`src/design/lsu_pkg.sv`:
```
`default_nettype none

package lsu_pkg;

	// byte address width when the top level keeps its default
	localparam int ADDR_WIDTH_DEFAULT = 32;

	// one memory data beat
	localparam int BEAT_WIDTH = 64;
	localparam int BEAT_BYTES = BEAT_WIDTH / 8;

	// address bits that pick a byte inside a beat
	localparam int BEAT_OFFSET_BITS = $clog2(BEAT_BYTES);

	// one strobe bit per beat byte
	localparam int STRB_WIDTH = BEAT_BYTES;

	// loads take the low codes, stores the high ones
	typedef enum logic [3:0] {
		MEM_LW  = 4'h0,
		MEM_LH  = 4'h1,
		MEM_LHU = 4'h2,
		MEM_LB  = 4'h3,
		MEM_LBU = 4'h4,
		MEM_SW  = 4'h8,
		MEM_SH  = 4'h9,
		MEM_SB  = 4'ha
	} mem_op_e;

endpackage

`default_nettype wire

```
`src/design/load_align.sv`:
```
`timescale 1ns/1ps
`default_nettype none

module load_align #(
	parameter int ADDR_WIDTH = 32
) (
	input  lsu_pkg::mem_op_e               op,
	input  wire [ADDR_WIDTH-1:0]           addr,
	input  wire                            second_beat,
	input  wire [lsu_pkg::BEAT_WIDTH-1:0]  first_beat,
	input  wire [lsu_pkg::BEAT_WIDTH-1:0]  last_beat,
	output logic                           need_second,
	output logic [ADDR_WIDTH-1:0]          araddr,
	output logic [31:0]                    load_result
);

	localparam int OFS         = lsu_pkg::BEAT_OFFSET_BITS;
	localparam int SPILL_WIDTH = 24;
	localparam int JOIN_WIDTH  = lsu_pkg::BEAT_WIDTH + SPILL_WIDTH;

	logic [OFS-1:0]        offset;
	logic [3:0]            size_mask;
	logic [11:0]           byte_span;
	logic [JOIN_WIDTH-1:0] joined;
	logic [JOIN_WIDTH-1:0] shifted;
	logic [31:0]           word;
	logic [ADDR_WIDTH-1:0] low_addr;

	assign offset = addr[OFS-1:0];

	always_comb begin
		case (op)
			lsu_pkg::MEM_LW:                  size_mask = 4'b1111;
			lsu_pkg::MEM_LH, lsu_pkg::MEM_LHU: size_mask = 4'b0011;
			lsu_pkg::MEM_LB, lsu_pkg::MEM_LBU: size_mask = 4'b0001;
			default:                          size_mask = 4'b0000;
		endcase
	end

	// any byte past lane 7 needs the next beat
	assign byte_span   = {8'b0, size_mask} << offset;
	assign need_second = |byte_span[11:lsu_pkg::BEAT_BYTES];

	// at most three bytes come from the second beat
	assign joined  = {last_beat[SPILL_WIDTH-1:0], need_second ? first_beat : last_beat};
	assign shifted = joined >> {offset, 3'b000};
	assign word    = shifted[31:0];

	always_comb begin
		case (op)
			lsu_pkg::MEM_LH:  load_result = {{16{word[15]}}, word[15:0]};
			lsu_pkg::MEM_LHU: load_result = {16'b0, word[15:0]};
			lsu_pkg::MEM_LB:  load_result = {{24{word[7]}}, word[7:0]};
			lsu_pkg::MEM_LBU: load_result = {24'b0, word[7:0]};
			default:          load_result = word;
		endcase
	end

	assign low_addr = {addr[ADDR_WIDTH-1:OFS], {OFS{1'b0}}};
	assign araddr   = second_beat ? low_addr + ADDR_WIDTH'(lsu_pkg::BEAT_BYTES) : low_addr;

endmodule

`default_nettype wire

```
`src/design/lsu_stage.sv`:
```
`timescale 1ns/1ps
`default_nettype none

module lsu_stage #(
	parameter int ADDR_WIDTH     = 32,
	parameter int REG_ADDR_WIDTH = 5
) (
	input  wire                      clock,
	input  wire                      reset,
	input  wire                      in_valid,
	input  lsu_pkg::mem_op_e         in_op,
	input  wire [ADDR_WIDTH-1:0]     in_base,
	input  wire [ADDR_WIDTH-1:0]     in_offset,
	input  wire [31:0]               in_store_data,
	input  wire [REG_ADDR_WIDTH-1:0] in_rd,
	input  wire                      rd_done,
	input  wire                      wr_done,
	input  wire [31:0]               load_result,
	output logic                     in_allowin,
	output lsu_pkg::mem_op_e         op,
	output logic [ADDR_WIDTH-1:0]    addr,
	output logic [31:0]              store_data,
	output logic                     read_start,
	output logic                     write_start,
	output logic                     retire,
	output logic                     regfile_wen,
	output logic [REG_ADDR_WIDTH-1:0] regfile_waddr,
	output logic [31:0]              regfile_wdata
);

	logic stage_valid;
	logic is_store;
	logic is_load;
	logic ready_go;
	logic accept;

	assign accept = in_valid && in_allowin;

	// one instruction held at a time
	always_ff @(posedge clock) begin
		if (reset) begin
			stage_valid <= 1'b0;
		end else if (in_allowin) begin
			stage_valid <= in_valid;
		end
	end

	// effective address formed on the way in
	always_ff @(posedge clock) begin
		if (accept) begin
			op            <= in_op;
			addr          <= in_base + in_offset;
			store_data    <= in_store_data;
			regfile_waddr <= in_rd;
		end
	end

	assign is_store = (op == lsu_pkg::MEM_SW) || (op == lsu_pkg::MEM_SH) ||
		(op == lsu_pkg::MEM_SB);
	assign is_load  = !is_store;

	// the matching controller's done pulse ends the instruction
	assign ready_go   = is_store ? wr_done : rd_done;
	assign in_allowin = !stage_valid || ready_go;
	assign retire     = stage_valid && ready_go;

	// start drops in the done cycle so the idle FSM does not restart
	assign read_start  = stage_valid && is_load && !rd_done;
	assign write_start = stage_valid && is_store && !wr_done;

	assign regfile_wen   = retire && is_load;
	assign regfile_wdata = load_result;

endmodule

`default_nettype wire

```
`src/design/lsu_top.sv`:
```
`timescale 1ns/1ps
`default_nettype none

module lsu_top #(
	parameter int ADDR_WIDTH     = lsu_pkg::ADDR_WIDTH_DEFAULT,
	parameter int REG_ADDR_WIDTH = 5
) (
	input  wire                               clock,
	input  wire                               reset,
	// instruction side
	input  wire                               in_valid,
	input  lsu_pkg::mem_op_e                  in_op,
	input  wire [ADDR_WIDTH-1:0]              in_base,
	input  wire [ADDR_WIDTH-1:0]              in_offset,
	input  wire [31:0]                        in_store_data,
	input  wire [REG_ADDR_WIDTH-1:0]          in_rd,
	output wire                               in_allowin,
	// writeback
	output wire                               retire,
	output wire                               regfile_wen,
	output wire [REG_ADDR_WIDTH-1:0]          regfile_waddr,
	output wire [31:0]                        regfile_wdata,
	// read address and data
	output wire                               mem_arvalid,
	output wire [ADDR_WIDTH-1:0]              mem_araddr,
	input  wire                               mem_arready,
	input  wire                               mem_rvalid,
	input  wire [lsu_pkg::BEAT_WIDTH-1:0]     mem_rdata,
	output wire                               mem_rready,
	// write address, data and response
	output wire                               mem_awvalid,
	output wire [ADDR_WIDTH-1:0]              mem_awaddr,
	input  wire                               mem_awready,
	output wire                               mem_wvalid,
	output wire [lsu_pkg::BEAT_WIDTH-1:0]     mem_wdata,
	output wire [lsu_pkg::STRB_WIDTH-1:0]     mem_wstrb,
	output wire                               mem_wlast,
	input  wire                               mem_wready,
	input  wire                               mem_bvalid,
	output wire                               mem_bready
);

	lsu_pkg::mem_op_e op;
	wire [ADDR_WIDTH-1:0]          addr;
	wire [31:0]                    store_data;
	wire                           read_start;
	wire                           write_start;
	wire                           rd_done;
	wire                           wr_done;
	wire                           rd_need_second;
	wire                           wr_need_second;
	wire                           rd_second_beat;
	wire                           wr_second_beat;
	wire [ADDR_WIDTH-1:0]          araddr;
	wire [ADDR_WIDTH-1:0]          awaddr;
	wire [lsu_pkg::BEAT_WIDTH-1:0] wdata;
	wire [lsu_pkg::STRB_WIDTH-1:0] wstrb;
	wire [lsu_pkg::BEAT_WIDTH-1:0] first_beat;
	wire [lsu_pkg::BEAT_WIDTH-1:0] last_beat;
	wire [31:0]                    load_result;

	lsu_stage #(
		.ADDR_WIDTH     (ADDR_WIDTH),
		.REG_ADDR_WIDTH (REG_ADDR_WIDTH)
	) u_stage (
		.clock         (clock),
		.reset         (reset),
		.in_valid      (in_valid),
		.in_op         (in_op),
		.in_base       (in_base),
		.in_offset     (in_offset),
		.in_store_data (in_store_data),
		.in_rd         (in_rd),
		.rd_done       (rd_done),
		.wr_done       (wr_done),
		.load_result   (load_result),
		.in_allowin    (in_allowin),
		.op            (op),
		.addr          (addr),
		.store_data    (store_data),
		.read_start    (read_start),
		.write_start   (write_start),
		.retire        (retire),
		.regfile_wen   (regfile_wen),
		.regfile_waddr (regfile_waddr),
		.regfile_wdata (regfile_wdata)
	);

	store_align #(.ADDR_WIDTH(ADDR_WIDTH)) u_store_align (
		.op          (op),
		.addr        (addr),
		.store_data  (store_data),
		.second_beat (wr_second_beat),
		.need_second (wr_need_second),
		.awaddr      (awaddr),
		.wdata       (wdata),
		.wstrb       (wstrb)
	);

	load_align #(.ADDR_WIDTH(ADDR_WIDTH)) u_load_align (
		.op          (op),
		.addr        (addr),
		.second_beat (rd_second_beat),
		.first_beat  (first_beat),
		.last_beat   (last_beat),
		.need_second (rd_need_second),
		.araddr      (araddr),
		.load_result (load_result)
	);

	mem_read_ctrl #(.ADDR_WIDTH(ADDR_WIDTH)) u_read_ctrl (
		.clock       (clock),
		.reset       (reset),
		.start       (read_start),
		.need_second (rd_need_second),
		.araddr      (araddr),
		.mem_arready (mem_arready),
		.mem_rvalid  (mem_rvalid),
		.mem_rdata   (mem_rdata),
		.mem_arvalid (mem_arvalid),
		.mem_araddr  (mem_araddr),
		.mem_rready  (mem_rready),
		.done        (rd_done),
		.second_beat (rd_second_beat),
		.first_beat  (first_beat),
		.last_beat   (last_beat)
	);

	mem_write_ctrl #(.ADDR_WIDTH(ADDR_WIDTH)) u_write_ctrl (
		.clock       (clock),
		.reset       (reset),
		.start       (write_start),
		.need_second (wr_need_second),
		.awaddr      (awaddr),
		.wdata       (wdata),
		.wstrb       (wstrb),
		.mem_awready (mem_awready),
		.mem_wready  (mem_wready),
		.mem_bvalid  (mem_bvalid),
		.mem_awvalid (mem_awvalid),
		.mem_awaddr  (mem_awaddr),
		.mem_wvalid  (mem_wvalid),
		.mem_wdata   (mem_wdata),
		.mem_wstrb   (mem_wstrb),
		.mem_wlast   (mem_wlast),
		.mem_bready  (mem_bready),
		.done        (wr_done),
		.second_beat (wr_second_beat)
	);

endmodule

`default_nettype wire

```
`src/design/mem_read_ctrl.sv`:
```
`timescale 1ns/1ps
`default_nettype none

module mem_read_ctrl #(
	parameter int ADDR_WIDTH = 32
) (
	input  wire                           clock,
	input  wire                           reset,
	input  wire                           start,
	input  wire                           need_second,
	input  wire [ADDR_WIDTH-1:0]          araddr,
	input  wire                           mem_arready,
	input  wire                           mem_rvalid,
	input  wire [lsu_pkg::BEAT_WIDTH-1:0] mem_rdata,
	output logic                          mem_arvalid,
	output logic [ADDR_WIDTH-1:0]         mem_araddr,
	output logic                          mem_rready,
	output logic                          done,
	output logic                          second_beat,
	output logic [lsu_pkg::BEAT_WIDTH-1:0] first_beat,
	output logic [lsu_pkg::BEAT_WIDTH-1:0] last_beat
);

	localparam logic [1:0] R_IDLE    = 2'd0;
	localparam logic [1:0] R_WAIT_AR = 2'd1;
	localparam logic [1:0] R_WAIT_R  = 2'd2;
	localparam logic [1:0] R_IDLE2   = 2'd3;

	logic [1:0] state;
	logic       final_beat;
	logic       issue;

	assign final_beat = !need_second || second_beat;
	assign issue      = (state == R_IDLE && start) || (state == R_IDLE2);

	always_ff @(posedge clock) begin
		if (reset) begin
			state       <= R_IDLE;
			mem_arvalid <= 1'b0;
			mem_rready  <= 1'b0;
			done        <= 1'b0;
			second_beat <= 1'b0;
		end else begin
			done <= 1'b0;
			case (state)
				R_IDLE, R_IDLE2: begin
					if (issue) begin
						mem_arvalid <= 1'b1;
						state       <= R_WAIT_AR;
					end
				end
				R_WAIT_AR: begin
					if (mem_arready) begin
						mem_arvalid <= 1'b0;
						mem_rready  <= 1'b1;
						state       <= R_WAIT_R;
					end
				end
				default: begin
					if (mem_rvalid) begin
						mem_rready <= 1'b0;
						if (final_beat) begin
							done        <= 1'b1;
							second_beat <= 1'b0;
							state       <= R_IDLE;
						end else begin
							second_beat <= 1'b1;
							state       <= R_IDLE2;
						end
					end
				end
			endcase
		end
	end

	// address held with arvalid, beats kept for the load extractor
	always_ff @(posedge clock) begin
		if (issue) begin
			mem_araddr <= araddr;
		end
		if (mem_rvalid && mem_rready) begin
			last_beat <= mem_rdata;
			if (!final_beat) begin
				first_beat <= mem_rdata;
			end
		end
	end

endmodule

`default_nettype wire

```
`src/design/mem_write_ctrl.sv`:
```
`timescale 1ns/1ps
`default_nettype none

module mem_write_ctrl #(
	parameter int ADDR_WIDTH = 32
) (
	input  wire                           clock,
	input  wire                           reset,
	input  wire                           start,
	input  wire                           need_second,
	input  wire [ADDR_WIDTH-1:0]          awaddr,
	input  wire [lsu_pkg::BEAT_WIDTH-1:0] wdata,
	input  wire [lsu_pkg::STRB_WIDTH-1:0] wstrb,
	input  wire                           mem_awready,
	input  wire                           mem_wready,
	input  wire                           mem_bvalid,
	output logic                          mem_awvalid,
	output logic [ADDR_WIDTH-1:0]         mem_awaddr,
	output logic                          mem_wvalid,
	output logic [lsu_pkg::BEAT_WIDTH-1:0] mem_wdata,
	output logic [lsu_pkg::STRB_WIDTH-1:0] mem_wstrb,
	output logic                          mem_wlast,
	output logic                          mem_bready,
	output logic                          done,
	output logic                          second_beat
);

	localparam logic [2:0] W_IDLE    = 3'd0;
	localparam logic [2:0] W_WAIT_AW = 3'd1;
	localparam logic [2:0] W_WAIT_W  = 3'd2;
	localparam logic [2:0] W_WAIT_B  = 3'd3;
	localparam logic [2:0] W_IDLE2   = 3'd4;

	logic [2:0] state;
	logic       final_beat;
	logic       issue;

	assign final_beat = !need_second || second_beat;
	assign issue      = (state == W_IDLE && start) || (state == W_IDLE2);

	always_ff @(posedge clock) begin
		if (reset) begin
			state       <= W_IDLE;
			mem_awvalid <= 1'b0;
			mem_wvalid  <= 1'b0;
			mem_bready  <= 1'b0;
			done        <= 1'b0;
			second_beat <= 1'b0;
		end else begin
			done <= 1'b0;
			case (state)
				W_WAIT_AW: begin
					if (mem_awready) begin
						mem_awvalid <= 1'b0;
						mem_wvalid  <= 1'b1;
						state       <= W_WAIT_W;
					end
				end
				W_WAIT_W: begin
					if (mem_wready) begin
						mem_wvalid <= 1'b0;
						mem_bready <= 1'b1;
						state      <= W_WAIT_B;
					end
				end
				W_WAIT_B: begin
					if (mem_bvalid) begin
						mem_bready <= 1'b0;
						if (final_beat) begin
							// single-beat store or second round finished
							done        <= 1'b1;
							second_beat <= 1'b0;
							state       <= W_IDLE;
						end else begin
							second_beat <= 1'b1;
							state       <= W_IDLE2;
						end
					end
				end
				default: begin
					if (issue) begin
						mem_awvalid <= 1'b1;
						state       <= W_WAIT_AW;
					end
				end
			endcase
		end
	end

	// beat payload captured when its address goes out
	always_ff @(posedge clock) begin
		if (issue) begin
			mem_awaddr <= awaddr;
			mem_wdata  <= wdata;
			mem_wstrb  <= wstrb;
		end
	end

	// every transfer is a single beat
	assign mem_wlast = mem_wvalid;

endmodule

`default_nettype wire

```
`src/design/store_align.sv`:
```
`timescale 1ns/1ps
`default_nettype none

module store_align #(
	parameter int ADDR_WIDTH = 32
) (
	input  lsu_pkg::mem_op_e               op,
	input  wire [ADDR_WIDTH-1:0]           addr,
	input  wire [31:0]                     store_data,
	input  wire                            second_beat,
	output logic                           need_second,
	output logic [ADDR_WIDTH-1:0]          awaddr,
	output logic [lsu_pkg::BEAT_WIDTH-1:0] wdata,
	output logic [lsu_pkg::STRB_WIDTH-1:0] wstrb
);

	localparam int PAIR_BYTES = 2 * lsu_pkg::STRB_WIDTH;
	localparam int PAIR_WIDTH = 2 * lsu_pkg::BEAT_WIDTH;
	localparam int OFS        = lsu_pkg::BEAT_OFFSET_BITS;

	logic [OFS-1:0]        offset;
	logic [3:0]            size_mask;
	logic [PAIR_BYTES-1:0] strb_pair;
	logic [PAIR_WIDTH-1:0] data_pair;
	logic [ADDR_WIDTH-1:0] low_addr;

	assign offset = addr[OFS-1:0];

	always_comb begin
		case (op)
			lsu_pkg::MEM_SW: size_mask = 4'b1111;
			lsu_pkg::MEM_SH: size_mask = 4'b0011;
			lsu_pkg::MEM_SB: size_mask = 4'b0001;
			default:         size_mask = 4'b0000;
		endcase
	end

	// two beats side by side, bytes past lane 7 spill into the upper one
	assign strb_pair = {{(PAIR_BYTES-4){1'b0}}, size_mask} << offset;
	assign data_pair = {{(PAIR_WIDTH-32){1'b0}}, store_data} << {offset, 3'b000};

	assign need_second = |strb_pair[PAIR_BYTES-1:lsu_pkg::STRB_WIDTH];

	assign wstrb = second_beat ? strb_pair[PAIR_BYTES-1:lsu_pkg::STRB_WIDTH] :
		strb_pair[lsu_pkg::STRB_WIDTH-1:0];
	assign wdata = second_beat ? data_pair[PAIR_WIDTH-1:lsu_pkg::BEAT_WIDTH] :
		data_pair[lsu_pkg::BEAT_WIDTH-1:0];

	assign low_addr = {addr[ADDR_WIDTH-1:OFS], {OFS{1'b0}}};
	assign awaddr   = second_beat ? low_addr + ADDR_WIDTH'(lsu_pkg::BEAT_BYTES) : low_addr;

endmodule

`default_nettype wire

```
`config.mk`:
```
export PLATFORM = sky130hd
export DESIGN_NAME = lsu_top
export DESIGN_NICKNAME = d
export VERILOG_FILES = /design/src/design/lsu_pkg.sv /design/src/design/load_align.sv /design/src/design/lsu_stage.sv /design/src/design/lsu_top.sv /design/src/design/mem_read_ctrl.sv /design/src/design/mem_write_ctrl.sv /design/src/design/store_align.sv
export SDC_FILE = /design/constraint.sdc
export NUM_CORES = 1
export LEC_CHECK = 0
export ABC_AREA = 1
export CORE_ASPECT_RATIO = 1.4
export CORE_UTILIZATION = 30
export CTS_CLUSTER_DIAMETER = 40
export DETAILED_ROUTE_END_ITERATION = 7
export DONT_BUFFER_PORTS = 1
export PLACE_DENSITY = 0.4
export SLEW_MARGIN = 20
export SYNTH_ARGS = -nofsm -noshare
export SYNTH_HDL_FRONTEND = slang
export SYNTH_SLANG_ARGS = --single-unit
```
`constraint.sdc`:
```
create_clock -name clock -period 7.1 [get_ports clock]
set_clock_uncertainty 0.1 [all_clocks]
set_input_delay 1.065 -clock clock [delete_from_list [all_inputs] [get_ports clock]]
set_output_delay 1.065 -clock clock [all_outputs]
set_load 0.01 [all_outputs]
```
-- After elaboration in Yosys (flattened, before gate mapping)
Cells that the tools add are included.
- register bits: 352
- bits of input ports: 177
- word-level logic and storage cells: 146
- add/sub/neg operators: 2
- equality and inequality tests: 18
- shift-type cells: 4
- mux-type cells: 39
- bitwise gates (word level): 7
- reduce and logical (&&, ||, !) cells: 52
- operators with widths (kind ; number):
    64-bit two-way mux ; 2
    32-bit case mux with 4 select lines ; 1
    32-bit by 6-bit left shift with 128-bit output ; 1
    88-bit by 6-bit right shift with 32-bit output ; 1
    32-bit two-way mux ; 2
    32-bit adder ; 1
    32-bit by 4-bit adder with 32-bit output (second input constant) ; 1
    4-bit case mux with 3 select lines ; 2
    3-bit AND reduction ; 6
    4-bit by 3-bit left shift with 16-bit output ; 1
    1-bit two-way mux ; 15
    3-bit two-way mux ; 5
    4-bit == test (second input constant) ; 3
    4-bit by 3-bit left shift with 12-bit output ; 1
    1-bit logical AND ; 10
    1-bit case mux with 2 select lines ; 5
    2-bit nonzero test ; 5
    3-bit case mux with 3 select lines ; 1
    4-bit by 2-bit == test with 1-bit output (second input constant) ; 2
    2-bit two-way mux ; 4
    8-bit two-way mux ; 1
    2-bit != test (second input constant) ; 4
    2-bit OR reduction ; 4
    8-bit OR reduction ; 1
    other kinds (22) ; 43

-- Logic depth before layout (Yosys ltp)
- depth in word-level cells: 10
- gate-level depth with buffers: 15

-- Hierarchy
From an unflattened synthesis, not the netlist that was laid out.
- cell total of the unflattened synthesis: 2189
- area, all modules: 19670.1 um^2
- modules (own cells, without submodules) (module ; times used ; cells each ; area each (um^2) ; seq. area each (um^2)):
    mem_read_ctrl ; 1 ; 214 ; 5177.5 ; 4924.7
    lsu_stage ; 1 ; 618 ; 4916.0 ; 2212.1
    load_align ; 1 ; 730 ; 3718.6 ; 0.0
    mem_write_ctrl ; 1 ; 170 ; 3558.4 ; 3283.1
    store_align ; 1 ; 457 ; 2299.7 ; 0.0

-- Worst setup path before layout
OpenSTA, ideal clock, no wires.
- path kind: flip-flop to flip-flop
- from: reg u_stage.op[1]
- to: reg u_read_ctrl.first_beat[0] in the netlist's numbering, enable pin
- arrival: 5589 ps
- data required time: 6438 ps
- slack: 849 ps
- cell stages (with the launch flop): 9
- path buffers: 3
- period minus slack after synthesis: 6251 ps
- cell sequence: edfxtp_1 inv_1 nand2_1 nand2_2 nand3_4 buf_6 buf_4 buf_2 nor3_1
- word-level cells in the longest chain between the ends: 9
- elaborated cells on any way between the ends: 14
- classes of those cells: eq/ne (4); shift (1); mux (1); bitwise (1); reduce/logical (7)
- ends and longest elaborated chain (element ; line ; text):
    start: declaration ; lsu_stage.sv:20 ; output lsu_pkg::mem_op_e op,
    start signal: assignment ; lsu_stage.sv:51 ; op <= in_op;
    4-bit by 2-bit == test with 1-bit output, or another cell as far along ; load_align.sv:32 ; case (op)
    2-bit OR reduction ; load_align.sv:32 ;
    4-bit case mux with 3 select lines (*) ; load_align.sv:32 ;
    4-bit by 3-bit left shift with 12-bit output (*) ; load_align.sv:41 ; assign byte_span = {8'b0, size_mask} << offset;
    4-bit OR reduction (*) ; load_align.sv:42 ; assign need_second = |byte_span[11:lsu_pkg::BEAT_BYTES];
    1-bit logical NOT (*) ; mem_read_ctrl.sv:33 ; assign final_beat = !need_second || second_beat;
    1-bit logical OR (*) ; mem_read_ctrl.sv:33 ;
    1-bit inverter (no source line) (*) ; - ;
    2-bit AND reduction (no source line) (*) ; - ;
    end signal: assignment ; mem_read_ctrl.sv:84 ; first_beat <= mem_rdata;
    end: declaration ; mem_read_ctrl.sv:20 ; output logic [lsu_pkg::BEAT_WIDTH-1:0] first_beat,
Mark *: on every way between the ends. The rest lies on a longest branch, timed or not.
A chain may end at the register's enable or synchronous reset.

-- Worst setup path in the final report
- from: reg u_stage.addr[0]
- to: out regfile_wdata[25]
- word-level cells in the longest chain between the ends: 5
- ends and longest elaborated chain (element ; line ; text):
    start: declaration ; lsu_stage.sv:21 ; output logic [ADDR_WIDTH-1:0] addr,
    start signal: assignment ; lsu_stage.sv:52 ; addr <= in_base + in_offset;
    4-bit by 3-bit left shift with 12-bit output ; load_align.sv:41 ;
    4-bit OR reduction ; load_align.sv:42 ;
    64-bit two-way mux ; load_align.sv:45 ; assign joined = {last_beat[SPILL_WIDTH-1:0], need_second ? first_beat : last_beat};
    88-bit by 6-bit right shift with 32-bit output (*) ; load_align.sv:46 ; assign shifted = joined >> {offset, 3'b000};
    32-bit case mux with 4 select lines (*) ; load_align.sv:50 ; case (op)
    end: declaration ; lsu_top.sv:22 ; output wire [31:0] regfile_wdata,
Marked as above.

==> out/qor.yml <==
status:
  status: "finished clean"
grt:
  grt_pass1_wl_mm: 93.1
  grt_usage_pct: 20.5
  grt_overflow: 0
  antenna_found_initial: 11
  grt_max_degree: 84
  grt_pass1_vias: 13984
setup_path:
  critPathMaxFanout: 44
  crit_required_ns: 5.93
  r2r_cells: 6
  crit_type: "flop to output port"
  cp-start-kind: "flop"
  end_kind: "output port"
  critPathArrivalTime_ns: 4.28
run:
  max-cap-violations: 0
sta:
  relSlewSlack_pct: 30.7
  period_needed_ns: 5.44
  tns_ns: 0
  period_share_pct: 76.6
  fmax_mhz: 184
  rsz0062_at_grt: "no"
  setup_viol: 0
  slew_viol_final: 0
  tightest_slew_ns: 1.04
  finalHoldViolCount: 0
  fin_hold_ws_ns: 0.377
final_layout:
  final_nets: 2168
  drive_gt1_share_pct: 7.01
  area_growth_pct: 14.5
  final_common_cell: "nand2_1"
  final_cell_mix: "512 x nand2_1, 330 x edfxtp_1, 268 x nand3_1"
yosys:
  avgSynthCellArea_sq_um: 9.23
  synth_seq_cells: 345
  synth_cell_types: 45
  synth_cells: 1974
  synthArstFlopShare_pct: 0
  synth_area_sq_um: 18200
  synth_edf_count: 330
  ys.flop_type: "edfxtp_1"
  ys_warn_count: 0
  yosysSeqAreaShare_pct: 56.0
drt:
  drt-total-wl_mm: 64.0
  vias: 14164
  first_pass_iters: 5
  vias_per_cell: 5.03
  route.detailed.wl_per_inst_microns: 22.7
  drc: 0
  ant_nets: 0
  drt_iter0_markers: 952
clocking:
  hold_buffers: 0
  cts-root-buf: "clkbuf_16"
  cts_resized: 0
  clkSlewWorstSetupHoldPaths_ns: 0.06
  post-cts-setup-buffer-count: 0
  cts.sinks: 345
  htree_levels: 2
  tritoncts: "built"
  cts.path.max_buffers: 3
  clock_latency_ns: 0.62
  cts-buffers-inserted: 53
die:
  io_pins: 359
  core_sq_um: 59800
  rows: 106
  die-area_sq_um: 61700
  initial_core_util_pct: 30.5
  die_w_microns: 210
  die_h_microns: 294
power_and_ir_drop:
  power.leakage_nw: 8.05
  power.density_nw_per_um2: 309
  vdd_drop_max_v: 0.000203
place:
  gp_congestion: 0.885
  hpwl_mm: 46.3
  io_buffers: 0
hold_path:
  whs_path_depth: 2
  hold_class: "flop to flop"
## stage by stage
step	util [%]	power (mW)	worst slack [ns]	area (sq um)	cells
CTS	34.8	6.55	1.52	20800	2808
floorplan	-	3.35	0.849	18200	1979
global placement	31.6	3.72	2.30	18900	2708
finish	34.9	6.45	1.66	20900	2817
global route	34.9	6.75	1.25	20800	2811
detailed placement	31.6	3.72	2.21	18900	2708
## critical path, stage by stage (launching register included)
cell and delay (ns):
edfxtp_1 0.33, buf_4 0.36, nand2_2 0.13, nand2_2 0.66
nand3_4 0.64, nand2_1 0.26, nand2_1 0.07, nand2_1 0.08
nand3_1 0.07, nand3_1 0.14, nand3_2 0.49, nand3_1 0.39
## synth_stat cells, types with 3 or more instances
cell type,number,area share (%)
buf_6,5,0.31
clkbuf_1,42,0.87
a211oi_1,8,0.33
o21ai_0,118,3.2
a21boi_0,4,0.16
edfxtp_1,330,54
ha_1,37,2.5
buf_2,16,0.44
nor3_1,21,0.58
o21bai_1,5,0.21
xnor2_1,4,0.19
a221oi_1,8,0.38
dfxtp_1,15,1.6
nand2_1,514,11
nor2_1,108,2.2
buf_4,14,0.58
or2_2,7,0.24
nor2_2,3,0.10
a21oi_1,73,2.0
xor2_1,51,2.5
o21ai_1,9,0.25
a31oi_1,5,0.17
nand4_1,12,0.41
o21a_1,4,0.16
buf_1,22,0.45
nand3_1,268,7.4
nand2_2,4,0.14
a22oi_1,17,0.70
o211ai_1,22,0.91
inv_1,155,3.2
o22ai_1,53,1.8
## metal layers
layer	track usage, %	part of all wire [%]
met1	23.2	38
met5	0	0.067
met3	6.17	7.8
met2	36.2	51
met4	7.16	2.9
## kinds of logic after synthesis
logic type,after synthesis,share of synthesized area (%)
compound gates,331,10.6
xor+xnor,55,2.64
fa+ha+maj,38,2.65
buf+inv,258,5.92
flops,345,56.0
other cells,1,0.0206
simple gates,946,22.1
## layout make-up
cell class / instances / area, sq um
inverters: 159 / 601
clock buffers: 59 / 1360
well taps: 810 / 1010
repair buffers: 18 / 135
flip-flops and latches: 345 / 10200
diodes: 9 / 22.5
multi-input cells: 1376 / 6970
fillers: 6149 / 39000
clock inverters: 41 / 552
## path summary, 6_finish.rpt
path	startpoint	end	slack, ns
worst max-delay path	u_stage.addr[0]	regfile_wdata[25]	1.66
worst min-delay path	u_write_ctrl.state[0]	u_write_ctrl.state[0]	0.38
worst max register to register	u_stage.addr[0]	u_read_ctrl.first_beat[24]	3.40
worst min register to register	u_write_ctrl.state[0]	u_write_ctrl.state[0]	0.38
## sequential cells by signal, indices dropped and copies added (netlist names), 2 cells and up
name	flops
u_read_ctrl.first_beat	63
u_read_ctrl.last_beat	64
u_read_ctrl.mem_araddr	29
u_read_ctrl.state	2
u_stage.addr	32
u_stage.op	4
u_stage.regfile_waddr	5
u_stage.store_data	32
u_write_ctrl.mem_awaddr	29
u_write_ctrl.mem_wdata	64
u_write_ctrl.mem_wstrb	8
u_write_ctrl.state	3
## where the power goes
part           switching, mW  internal, mW
Clock                   1.07          1.72
Combinational          0.770         0.296
Sequential             0.152          2.44
Power figures use the tool's default switching activity.
